**config.mk**
```make
export PLATFORM = sky130hd
export DESIGN_NAME = commit_csr_top
export DESIGN_NICKNAME = d
export VERILOG_FILES = /design/src/common/csr_pkg.sv /design/src/common/commit_pkg.sv /design/src/hdl/commit_csr_top.sv /design/src/csr_regfile/csr_regfile.sv /design/src/hdl/csr_interface.sv
export VERILOG_INCLUDE_DIRS = /design/src /design/src/common
export SDC_FILE = /design/constraint.sdc
export NUM_CORES = 1
export LEC_CHECK = 0
export BUFFER_PORTS_ARGS = -buffer_cell sky130_fd_sc_hd__buf_2
export CORE_AREA = 2 2 352 354
export CTS_BUF_LIST = sky130_fd_sc_hd__clkbuf_8
export CTS_CLUSTER_DIAMETER = 150
export DETAILED_ROUTE_END_ITERATION = 10
export DIE_AREA = 0 0 354 356
export HOLD_SLACK_MARGIN = 0.05
export SETUP_SLACK_MARGIN = 0.3
export SYNTH_ARGS = -nofsm -noshare
export SYNTH_HDL_FRONTEND = slang
export SYNTH_SLANG_ARGS = --single-unit
```
**constraint.sdc**
```tcl
create_clock -name clk_i -period 5.3 [get_ports clk_i]
set_input_delay 0.265 -clock clk_i [delete_from_list [all_inputs] [get_ports clk_i]]
set_output_delay 0.265 -clock clk_i [all_outputs]
set_load 0.03 [all_outputs]
```
**src/common/core_defs.svh**
```systemverilog
`ifndef CORE_DEFS_SVH
`define CORE_DEFS_SVH

// Datapath and register width
`define XLEN          64
`define CSR_ADDR_SIZE 12
// Instructions presented per commit bundle
`define COMMIT_WIDTH  2

// Machine-mode CSR address map
`define CSR_FFLAGS    12'h001
`define CSR_MTVEC     12'h305
`define CSR_MSCRATCH  12'h340
`define CSR_MEPC      12'h341
`define CSR_MCAUSE    12'h342
`define CSR_MTVAL     12'h343
`define CSR_MINSTRET  12'hB02

`endif
```
**src/common/csr_pkg.sv**
```systemverilog
`include "core_defs.svh"

package csr_pkg;

    // Operation requested from the CSR file
    typedef enum logic [2:0] {
        CSR_CMD_NOPE,
        CSR_CMD_READ,
        CSR_CMD_WRITE,
        CSR_CMD_SET,
        CSR_CMD_CLEAR,
        CSR_CMD_SYS
    } csr_cmd_t;

    // Commit side to CSR file
    typedef struct packed {
        logic [`CSR_ADDR_SIZE-1:0]  csr_rw_addr;
        csr_cmd_t                   csr_rw_cmd;
        logic [`XLEN-1:0]           csr_rw_data;     // Operand, or trap value when idle
        logic                       csr_exception;
        logic [`XLEN-1:0]           csr_xcpt_cause;
        logic [`XLEN-1:0]           csr_pc;
        logic [4:0]                 fp_status;       // Flags of retired slots
        logic [1:0]                 csr_retire;      // Retired instruction count
    } req_cpu_csr_t;

    // CSR file back to the core
    typedef struct packed {
        logic [`XLEN-1:0] csr_rw_rdata;   // Old value of addressed CSR
        logic [`XLEN-1:0] csr_evec;       // Trap vector base
        logic [`XLEN-1:0] csr_epc;        // Return address for MRET
    } resp_csr_cpu_t;

endpackage

```
**src/common/commit_pkg.sv**
```systemverilog
`include "core_defs.svh"

package commit_pkg;

    // Instruction classes seen at commit
    typedef enum logic [3:0] {
        ALU,
        CSRRW,
        CSRRS,
        CSRRC,
        CSRRWI,
        CSRRSI,
        CSRRCI,
        ECALL,
        EBREAK,
        MRET,
        WFI,
        FENCE,
        FENCE_I
    } instr_type_t;

    // Memory access kind of the instruction
    typedef enum logic [1:0] {
        NOT_MEM,
        LOAD,
        STORE,
        AMO
    } mem_type_t;

    typedef struct packed {
        logic              valid;
        logic [`XLEN-1:0]  cause;
        logic [`XLEN-1:0]  origin;   // Faulting address
    } exception_t;

    // Accrued IEEE flags, same bit order as fflags
    typedef struct packed {
        logic nv;   // Invalid operation
        logic dz;   // Divide by zero
        logic of;   // Overflow
        logic uf;   // Underflow
        logic nx;   // Inexact
    } fp_status_t;

    // One entry of the commit bundle
    typedef struct packed {
        logic                       valid;
        logic [`XLEN-1:0]           pc;
        instr_type_t                instr_type;
        mem_type_t                  mem_type;
        logic [4:0]                 rs1;        // Register index or zimm
        logic [4:0]                 rd;
        logic [`CSR_ADDR_SIZE-1:0]  csr_addr;
        logic [`XLEN-1:0]           result;     // rs1 value for register forms
        exception_t                 exception;
        fp_status_t                 fp_status;
    } gl_instruction_t;

endpackage

```
**src/hdl/commit_csr_top.sv**
```systemverilog
`include "core_defs.svh"

// Commit stage CSR path
module commit_csr_top (
    input  logic                        clk_i,
    input  logic                        arst_n_i,
    input  commit_pkg::gl_instruction_t [`COMMIT_WIDTH-1:0] instruction_to_commit_i,
    input  logic                        commit_xcpt_i,
    input  logic                        commit_store_or_amo_i,
    input  logic                        mem_commit_stall_i,
    input  commit_pkg::exception_t      exception_mem_commit_i,
    output logic                        csr_ena_int_o,
    output logic [1:0]                  retire_inst_o,
    output csr_pkg::resp_csr_cpu_t      resp_csr_cpu_o
);

    import csr_pkg::*;

    req_cpu_csr_t req_cpu_csr;   // Decode to register file

    csr_interface csr_interface_i (
        .instruction_to_commit_i (instruction_to_commit_i),
        .commit_xcpt_i           (commit_xcpt_i),
        .commit_store_or_amo_i   (commit_store_or_amo_i),
        .mem_commit_stall_i      (mem_commit_stall_i),
        .exception_mem_commit_i  (exception_mem_commit_i),
        .csr_ena_int_o           (csr_ena_int_o),
        .req_cpu_csr_o           (req_cpu_csr),
        .retire_inst_o           (retire_inst_o)
    );

    csr_regfile csr_regfile_i (
        .clk_i          (clk_i),
        .arst_n_i       (arst_n_i),
        .req_cpu_csr_i  (req_cpu_csr),
        .resp_csr_cpu_o (resp_csr_cpu_o)
    );

endmodule

```
**src/csr_regfile/csr_regfile.sv**
```systemverilog
`include "core_defs.svh"

// Machine-mode CSR storage
module csr_regfile (
    input  logic                   clk_i,
    input  logic                   arst_n_i,
    input  csr_pkg::req_cpu_csr_t  req_cpu_csr_i,
    output csr_pkg::resp_csr_cpu_t resp_csr_cpu_o
);

    import csr_pkg::*;

    logic [`XLEN-1:0]  mscratch_q, mscratch_d;
    logic [`XLEN-1:0]  mtvec_q,    mtvec_d;
    logic [`XLEN-1:0]  mepc_q,     mepc_d;
    logic [`XLEN-1:0]  mcause_q,   mcause_d;
    logic [`XLEN-1:0]  mtval_q,    mtval_d;
    logic [`XLEN-1:0]  minstret_q, minstret_d;
    logic [4:0]        fflags_q,   fflags_d;

    logic [`XLEN-1:0]  csr_rdata;
    logic [`XLEN-1:0]  csr_wval;
    logic              csr_wen;

    // Old value of the addressed CSR
    always_comb begin
        case (req_cpu_csr_i.csr_rw_addr)
            `CSR_FFLAGS:   csr_rdata = {{(`XLEN-5){1'b0}}, fflags_q};
            `CSR_MTVEC:    csr_rdata = mtvec_q;
            `CSR_MSCRATCH: csr_rdata = mscratch_q;
            `CSR_MEPC:     csr_rdata = mepc_q;
            `CSR_MCAUSE:   csr_rdata = mcause_q;
            `CSR_MTVAL:    csr_rdata = mtval_q;
            `CSR_MINSTRET: csr_rdata = minstret_q;
            default:       csr_rdata = '0;   // Unmapped
        endcase
    end

    // Read-modify-write value
    always_comb begin
        csr_wen  = 1'b1;
        csr_wval = csr_rdata;
        case (req_cpu_csr_i.csr_rw_cmd)
            CSR_CMD_WRITE: csr_wval = req_cpu_csr_i.csr_rw_data;
            CSR_CMD_SET:   csr_wval = csr_rdata | req_cpu_csr_i.csr_rw_data;
            CSR_CMD_CLEAR: csr_wval = csr_rdata & ~req_cpu_csr_i.csr_rw_data;
            default:       csr_wen  = 1'b0;   // NOPE, READ and SYS leave state alone
        endcase
    end

    always_comb begin
        mscratch_d = mscratch_q;
        mtvec_d    = mtvec_q;
        mepc_d     = mepc_q;
        mcause_d   = mcause_q;
        mtval_d    = mtval_q;
        // Background accrual and counting
        fflags_d   = fflags_q | req_cpu_csr_i.fp_status;
        minstret_d = minstret_q + {{(`XLEN-2){1'b0}}, req_cpu_csr_i.csr_retire};

        // Explicit write wins over accrual and increment
        if (csr_wen) begin
            case (req_cpu_csr_i.csr_rw_addr)
                `CSR_FFLAGS:   fflags_d   = csr_wval[4:0];
                `CSR_MTVEC:    mtvec_d    = csr_wval;
                `CSR_MSCRATCH: mscratch_d = csr_wval;
                `CSR_MEPC:     mepc_d     = csr_wval;
                `CSR_MCAUSE:   mcause_d   = csr_wval;
                `CSR_MTVAL:    mtval_d    = csr_wval;
                `CSR_MINSTRET: minstret_d = csr_wval;
                default: ;
            endcase
        end

        // Trap capture
        if (req_cpu_csr_i.csr_exception) begin
            mepc_d   = req_cpu_csr_i.csr_pc;
            mcause_d = req_cpu_csr_i.csr_xcpt_cause;
            mtval_d  = req_cpu_csr_i.csr_rw_data;   // Faulting address
        end
    end

    always_ff @(posedge clk_i or negedge arst_n_i) begin
        if (!arst_n_i) begin
            mscratch_q <= '0;
            mtvec_q    <= '0;
            mepc_q     <= '0;
            mcause_q   <= '0;
            mtval_q    <= '0;
            minstret_q <= '0;
            fflags_q   <= '0;
        end else begin
            mscratch_q <= mscratch_d;
            mtvec_q    <= mtvec_d;
            mepc_q     <= mepc_d;
            mcause_q   <= mcause_d;
            mtval_q    <= mtval_d;
            minstret_q <= minstret_d;
            fflags_q   <= fflags_d;
        end
    end

    assign resp_csr_cpu_o.csr_rw_rdata = csr_rdata;
    assign resp_csr_cpu_o.csr_evec     = {mtvec_q[`XLEN-1:2], 2'b00};   // Mode bits dropped
    assign resp_csr_cpu_o.csr_epc      = mepc_q;

endmodule

```
**src/hdl/csr_interface.sv**
```systemverilog
`include "core_defs.svh"

// Commit bundle to CSR request translation and retire decision
module csr_interface (
    input  commit_pkg::gl_instruction_t [`COMMIT_WIDTH-1:0] instruction_to_commit_i,
    input  logic                        commit_xcpt_i,          // Slot 0 traps
    input  logic                        commit_store_or_amo_i,  // Trap info from memory stage
    input  logic                        mem_commit_stall_i,
    input  commit_pkg::exception_t      exception_mem_commit_i,
    output logic                        csr_ena_int_o,
    output csr_pkg::req_cpu_csr_t       req_cpu_csr_o,
    output logic [1:0]                  retire_inst_o
);

    import commit_pkg::*;
    import csr_pkg::*;

    gl_instruction_t   slot0;
    gl_instruction_t   slot1;
    exception_t        xcpt_sel;
    csr_cmd_t          csr_cmd_int;
    logic [`XLEN-1:0]  csr_rw_data_int;
    logic              csr_ena_int;
    logic              slot1_type_blocks;
    logic              commit_2_blocked;
    logic [1:0]        retire_mask;
    logic [1:0]        retire_cnt;

    assign slot0 = instruction_to_commit_i[0];
    assign slot1 = instruction_to_commit_i[1];

    // Slot 0 decode into command and operand
    always_comb begin
        csr_cmd_int     = CSR_CMD_NOPE;
        csr_rw_data_int = '0;
        csr_ena_int     = 1'b0;
        if (slot0.valid && !slot0.exception.valid) begin
            case (slot0.instr_type)
                CSRRW: begin
                    csr_cmd_int     = CSR_CMD_WRITE;
                    csr_rw_data_int = slot0.result;
                    csr_ena_int     = 1'b1;
                end
                CSRRS: begin
                    csr_cmd_int     = (slot0.rs1 == 5'd0) ? CSR_CMD_READ : CSR_CMD_SET;
                    csr_rw_data_int = slot0.result;
                    csr_ena_int     = 1'b1;
                end
                CSRRC: begin
                    csr_cmd_int     = (slot0.rs1 == 5'd0) ? CSR_CMD_READ : CSR_CMD_CLEAR;
                    csr_rw_data_int = slot0.result;
                    csr_ena_int     = 1'b1;
                end
                CSRRWI: begin
                    csr_cmd_int     = CSR_CMD_WRITE;
                    csr_rw_data_int = {{(`XLEN-5){1'b0}}, slot0.rs1};   // zimm
                    csr_ena_int     = 1'b1;
                end
                CSRRSI: begin
                    csr_cmd_int     = (slot0.rs1 == 5'd0) ? CSR_CMD_READ : CSR_CMD_SET;
                    csr_rw_data_int = {{(`XLEN-5){1'b0}}, slot0.rs1};
                    csr_ena_int     = 1'b1;
                end
                CSRRCI: begin
                    csr_cmd_int     = (slot0.rs1 == 5'd0) ? CSR_CMD_READ : CSR_CMD_CLEAR;
                    csr_rw_data_int = {{(`XLEN-5){1'b0}}, slot0.rs1};
                    csr_ena_int     = 1'b1;
                end
                ECALL, EBREAK, MRET, WFI: begin
                    csr_cmd_int = CSR_CMD_SYS;
                    csr_ena_int = 1'b1;
                end
                default: begin
                    csr_ena_int = 1'b0;
                end
            endcase
        end
    end

    // Types that must commit alone in slot 1
    always_comb begin
        case (slot1.instr_type)
            CSRRW, CSRRS, CSRRC, CSRRWI, CSRRSI, CSRRCI,
            ECALL, EBREAK, MRET, WFI,
            FENCE, FENCE_I:           slot1_type_blocks = 1'b1;
            default:                  slot1_type_blocks = 1'b0;
        endcase
    end

    assign commit_2_blocked = csr_ena_int || !slot1.valid || slot1.exception.valid ||
                              slot1_type_blocks ||
                              (slot1.mem_type == STORE) || (slot1.mem_type == AMO);

    always_comb begin
        retire_mask = 2'b00;
        retire_cnt  = 2'd0;
        if (slot0.valid && commit_xcpt_i) begin
            retire_mask = 2'b01;   // Trapping instruction leaves but is not counted
        end else if (slot0.valid && !mem_commit_stall_i) begin
            retire_mask = commit_2_blocked ? 2'b01 : 2'b11;
            retire_cnt  = commit_2_blocked ? 2'd1  : 2'd2;
        end
    end

    // Trap info source
    assign xcpt_sel = commit_store_or_amo_i ? exception_mem_commit_i : slot0.exception;

    assign req_cpu_csr_o.csr_rw_addr    = csr_ena_int ? slot0.csr_addr : '0;
    assign req_cpu_csr_o.csr_rw_cmd     = csr_cmd_int;   // NOPE whenever no request
    assign req_cpu_csr_o.csr_rw_data    = csr_ena_int ? csr_rw_data_int : xcpt_sel.origin;
    assign req_cpu_csr_o.csr_exception  = commit_xcpt_i;
    assign req_cpu_csr_o.csr_xcpt_cause = xcpt_sel.cause;
    assign req_cpu_csr_o.csr_pc         = slot0.pc;
    assign req_cpu_csr_o.csr_retire     = retire_cnt;

    // Only retired slots contribute flags
    assign req_cpu_csr_o.fp_status = (slot0.fp_status & {5{retire_mask[0]}}) |
                                     (slot1.fp_status & {5{retire_mask[1]}});

    assign csr_ena_int_o = csr_ena_int;
    assign retire_inst_o = retire_mask;

endmodule

```
# Yosys cells after proc, flatten, opt, wreduce, memory -nomap -nowiden
# Memories as Yosys holds them, arrays and structs flattened.
# Index checks and enable logic that the tools add are counted.
# word_totals
reg_bits	389
latchBits	0
mem_bits_rw	0
mem_bits_ro	16
in_bits	716
output_inout_bits	195
word_cells	100
mem_count	1
# memory_table
name	words	width	rd	rd_ports_with_merged_regs	write_ports	line_no	text
(no name shown)	16	1	1	0	0	csr_interface.sv:82	case (slot1.instr_type)
# op_classes
addsub	1
mul	0
div	0
magnitude_cmp	0
eq_ne	22
n_shift	0
n_mux	33
bitwise_logic	7
n_reduce_logical	29
# op_table
operator	count
2-to-1 mux 64 bit	13
one-hot mux 64 bit (7 select lines)	1
one-hot mux 64 bit (3 select lines)	1
2-to-1 mux 128 bit	1
one-hot mux 64 bit (2 select lines)	1
adder 64 x 2 -> 64 bit	1
bitwise AND 64 bit	1
NOT 64 bit	1
OR 64 bit	1
equality test 12 x 10 -> 1 bit (second input constant)	5
equality test 4 x 3 -> 1 bit (second input constant)	4
2-to-1 mux 2 bit	7
equality test 12 x 1 -> 1 bit (second input constant)	1
equality test 12 bit (second input constant)	1
equality test 4 bit (second input constant)	3
2-to-1 mux 12 bit	1
one-hot mux 3 bit (4 select lines)	1
bitwise AND 5 bit	2
2-to-1 mux 5 bit	2
OR 5 bit	2
AND reduction 2 bit	5
OR reduction 10 bit	1
OR reduction 3 bit	3
equality test 4 x 2 -> 1 bit (second input constant)	2
other kinds (13)	31

# Logic depth before layout (Yosys ltp)
# logic_depth
word_depth	17
depth_mapped	15
ltp_nobuf	12

# By module
# A second synthesis with hierarchy kept.
# hier_totals
hier_cells	2817
area_unflattened_um2	25340.6
# by_module_without_submodules
module	instances	cells_per_inst	area_each_um2	seq_area_each_um2
csr_regfile	1	2393	22220.1	9734.3
csr_interface	1	424	3120.5	0.0

# Least setup slack after synthesis
# No wires, ideal clock.
# synth_path
kind	input to register
start	input instruction_to_commit_i[224] in the netlist's numbering
end	register csr_regfile_i.minstret_q[51]
setup_time_ns	0.138
t_arrival_ns	4.265
required_ns	5.162
path_slack_ns	0.897
stages	13
path_buffers	2
cell_sequence	buf_2 -> nor4_4 -> a211o_4 -> inv_2 -> buf_2 -> a2111oi_2 -> ha_1 -> a21oi_1 -> or4_1 -> nor4_1 -> a21boi_0 -> o21ai_0 -> o221ai_1
# synth_between
elab_chain_cells	15
elab_cells_between_ends	53
cone_classes	add/sub (1); eq/ne (20); mux (16); bitwise (3); reduce/logical (13)
# synth_lines
item	line_no	text
start, declared	commit_csr_top.sv:7	input commit_pkg::gl_instruction_t [`COMMIT_WIDTH-1:0] instruction_to_commit_i,
equality test 4 x 1 -> 1 bit (tied with other cells)	csr_interface.sv:38	case (slot0.instr_type)
OR reduction 10 bit (no source line)	-	
2-to-1 mux 1 bit	csr_interface.sv:38	
2-to-1 mux 1 bit	csr_interface.sv:37	if (slot0.valid && !slot0.exception.valid) begin
logical OR 1 bit (3 in a row)	csr_interface.sv:90	assign commit_2_blocked = csr_ena_int || !slot1.valid || slot1.exception.valid ||
logical OR 1 bit	csr_interface.sv:91	slot1_type_blocks ||
logical OR 1 bit	csr_interface.sv:92	(slot1.mem_type == STORE) || (slot1.mem_type == AMO);
2-to-1 mux 2 bit	csr_interface.sv:101	retire_cnt = commit_2_blocked ? 2'd1 : 2'd2;
2-to-1 mux 2 bit	csr_interface.sv:99	end else if (slot0.valid && !mem_commit_stall_i) begin
2-to-1 mux 2 bit	csr_interface.sv:97	if (slot0.valid && commit_xcpt_i) begin
adder 64 x 2 -> 64 bit	csr_regfile.sv:59	minstret_d = minstret_q + {{(`XLEN-2){1'b0}}, req_cpu_csr_i.csr_retire};
2-to-1 mux 64 bit	csr_regfile.sv:63	case (req_cpu_csr_i.csr_rw_addr)
2-to-1 mux 64 bit *	csr_regfile.sv:62	if (csr_wen) begin
via csr_regfile_i.minstret_d[51]	csr_regfile.sv:18	logic [`XLEN-1:0] minstret_q, minstret_d;
end signal, assigned	csr_regfile.sv:98	minstret_q <= minstret_d;
end, declared	csr_regfile.sv:18	
# Mark *: on every way through the listed nets, which the timed path passes. The rest lies on a longest branch.
# A chain may end at the register's enable or synchronous reset.

==> reports/metrics.yaml <==
status: "complete, no violations"
hp-class: "input pin to flip-flop"
worst_ep_arrival_time_ns: 3.95
cp_cell_sequence: "buf_2, a21o_1, a211o_4, inv_4, buf_12, and3_1, buf_12, a221o_1, buf_2"
std_cell_rows: 129
pwr-share-comb_pct: 19.2
overflow: 0
drc_errors: 0
seq_area_frac_synth_pct: 38.3
cts_setup_buffers: 0
routed_wirelength_um: 157000
max_freq_mhz: 237
critPathMaxStageDelay_ns: 0.82
cp_top_family: "compound AO/OA/AOI/OAI gates"
slew_violations: 0
r2r-start: "csr_regfile_i.minstret_q[1]"
fin_ws_ns: 1.09
syn_area_um2: 25400
reg2reg_to: "csr_regfile_i.minstret_q[51]"
p_switching_mw: 2.49
crit_type: "input pin to primary output"
setup-tns-final_ns: 0
cp_max_fo: 152
hpwl_um: 120000
ant_nets: 0
drtIter0Drc: 3368
slew_headroom_pct: 4.35
layout_commonest_cell: "buf_2"
layout_common_cells: "617 x buf_2, 389 x dfrtp_1, 230 x nand2_1"
dieArea_um2: 126000
grt_usage_pct: 24.0
cp_num_buf_inv: 5
insertion_delay_ns: 0.69
via_count: 28093
dp.cells: 4935
port_buffers: 621
p_leak_nw: 14.2
crit_path_start: "instruction_to_commit_i[223]"
grt_start_max_net_pins: 153
fillers: 13427
ir_worst_vdd_v: 0.000141
max-clock-path-buffers: 3
synth-edff-count: 0
cts-root-buf: "clkbuf_8"
swShare_pct: 32.0
die_width_um: 354
final_nets: 4184
io_pins: 911
fin_crit_sh_pct: 79.5
ys_types: 95
die_y_um: 356
syn_inst: 2901
core_um2: 123000
ys_ff_latch: 389
synthFlopType: "dfrtp_1"
gp_congestion: 0.957
start_util_pct: 20.7
syn_avg_cell_area_um2: 8.76
tightest_slew_ns: 1.43
rsz0062_at_grt: "no"
cts_htree_levels: 3
end_kind: "primary output"
r2r_cells: 9
tritoncts: "done"
hold_viol: 0
r2r_slack_ns: 2.23
crit_end: "resp_csr_cpu_o[160]"
pre_cts_slack_ns: 1.08
wire_per_inst_um: 30.4
skew_ns: 0.0394
ys.warnings.count: 0
drive_gt1_share_pct: 27.2
clkSinkCount: 389
clkSlewWorstSetupHoldPaths_ns: 0.06
p_int_mw: 5.29
cp_slowest_cell: "and3_1"
viasPerCell: 5.45
syn2layout_area_growth_pct: 27.5
synthArstFlopShare_pct: 100
finalSetupViolations: 0
instances_no_fill: 5159
period_minus_slack_ns: 4.21
cts_buffers: 72
antenna_found_initial: 30
cp.depth: 9
crit_path_start_kind: "input pin"
first_pass_iters: 9
clkPwrFrac_pct: 38.3
grt_pass1_wl_um: 214000
p_seq_share_pct: 42.4
required_ns: 5.04
grt_pass1_vias: 26713
cap_violations: 0
cellPowerDensity_nw_per_um2: 240
-- metrics by stage --
| step | power, mW | hold slack (ns) | util (%) | area (µm²) |
|---|---|---|---|---|
| finish | 7.78 | 0.0574 | 26.4 | 32400 |
| global route | 8.04 | 0.0861 | 26.4 | 32400 |
| CTS | 7.79 | 0.0504 | 26.4 | 32400 |
| detailed placement | 4.77 | 0.415 | 24.5 | 30000 |
| global placement | 4.75 | 0.414 | 24.5 | 30000 |
| floorplan | 4.05 | -0.0306 | - | 25400 |
-- worst reg2reg max path: stages (launching register included) --
cell and delay [ns]:
dfrtp_1 0.43, ha_1 0.30, a21oi_1 0.06, buf_4 0.15
or4_1 0.70, nor4_1 0.25, buf_4 0.21, a21boi_0 0.09
o21ai_0 0.50, o221ai_1 0.22
-- cells by family (layout without fill, tap and decap cells) --
logic type      Yosys count  after routing  share of synthesized area [%]
compound gates          843            843                           22.3
xor+xnor                 59             59                           2.03
fa+ha+maj                 3              3                          0.177
buf+inv                 363            972                           6.88
flops                   389            389                           38.3
mux                     247            247                           10.6
other cells               1             13                         0.0148
simple gates            996            996                           19.7
-- power by group through the flow --
stage          Combinational (mW)  Clock [mW]  Sequential (mW)
2_1_floorplan               0.668           0             3.38
3_3_place_gp                 1.41           0             3.34
3_5_place_dp                 1.43           0             3.35
4_1_cts                      1.50        3.00             3.30
5_1_grt                      1.61        3.11             3.32
6_report                     1.50        2.98             3.30
-- synth_stat cells, drive strengths merged (5+ instances only) --
library cell | n | area share, %
a2111o | 5 | 0.22
a2111oi | 13 | 0.72
a211o | 17 | 0.62
a211oi | 12 | 0.37
a21boi | 21 | 0.62
a21o | 14 | 0.41
a21oi | 216 | 4.3
a221o | 19 | 0.75
a221oi | 28 | 0.97
a222oi | 11 | 0.43
a22o | 23 | 0.79
a22oi | 24 | 0.71
a31oi | 76 | 1.9
a41oi | 9 | 0.34
and2 | 27 | 0.66
and3 | 39 | 0.96
and4 | 13 | 0.45
buf | 171 | 4.0
clkbuf | 146 | 2.2
dfrtp | 389 | 38
inv | 46 | 0.68
mux2 | 65 | 2.9
mux2i | 171 | 6.7
mux4 | 11 | 0.97
nand2 | 231 | 3.4
nand3 | 201 | 4.0
nand4 | 97 | 2.4
nand4b | 5 | 0.17
nor2 | 211 | 3.1
nor2b | 13 | 0.32
nor3 | 51 | 1.0
nor3b | 22 | 0.65
nor4 | 23 | 0.72
o2111ai | 11 | 0.38
o211ai | 19 | 0.56
o21a | 5 | 0.15
o21ai | 156 | 3.1
o221ai | 11 | 0.38
o22ai | 54 | 1.4
o31ai | 65 | 1.9
or2 | 7 | 0.17
or3 | 29 | 0.71
or4 | 7 | 0.21
xnor2 | 31 | 1.1
xor2 | 28 | 0.97
-- registers in the layout, summed over array words and instances, names as in the netlist --
signal,count
csr_regfile_i.mepc_q,64
csr_regfile_i.mcause_q,64
csr_regfile_i.minstret_q,64
csr_regfile_i.mtval_q,64
csr_regfile_i.fflags_q,5
csr_regfile_i.mtvec_q,64
csr_regfile_i.mscratch_q,64
-- worst min path at each step --
stage                     cells past startpoint                         end                          from
final                                         5  csr_regfile_i.mcause_q[11]    exception_mem_commit_i[75]
after global routing                          3   csr_regfile_i.fflags_q[1]  instruction_to_commit_i[292]
after CTS                                     5  csr_regfile_i.mcause_q[22]   instruction_to_commit_i[91]
after detailed placement                      1    csr_regfile_i.mtvec_q[5]                      arst_n_i
after global placement                        1    csr_regfile_i.mtvec_q[5]                      arst_n_i
after floorplan                               0   csr_regfile_i.fflags_q[0]                      arst_n_i
-- repair_timing --
item / 4_1_cts / 5_1_grt
resized for setup: 0 / 0
hold buffers: 93 / 0
endpoints found under the hold margin: 191 / 0
-- metal layers --
metal | GRT usage, % | vias up | wire length, µm
met5 | 0.264 | - | 161
met4 | 7.97 | 20 | 5970
met3 | 11.5 | 319 | 22400
met2 | 37.0 | 1877 | 68400
met1 | 29.1 | 13894 | 60200
li1 | - | 11983 | -
-- cell type report --
type                            instances  area (µm²)  area share, %
Tap cell                             1637        2050           6.32
Clock buffer                           91        1250           3.87
Antenna cell                           11        27.5         0.0850
Inverter                               46         175          0.541
Sequential cell                       389        9730           30.1
Clock inverter                         29         165          0.510
Timing Repair Buffer                  806        4870           15.0
Multi-Input combinational cell       2150       14100           43.6
No activity file was read; power rests on OpenSTA's default activity.
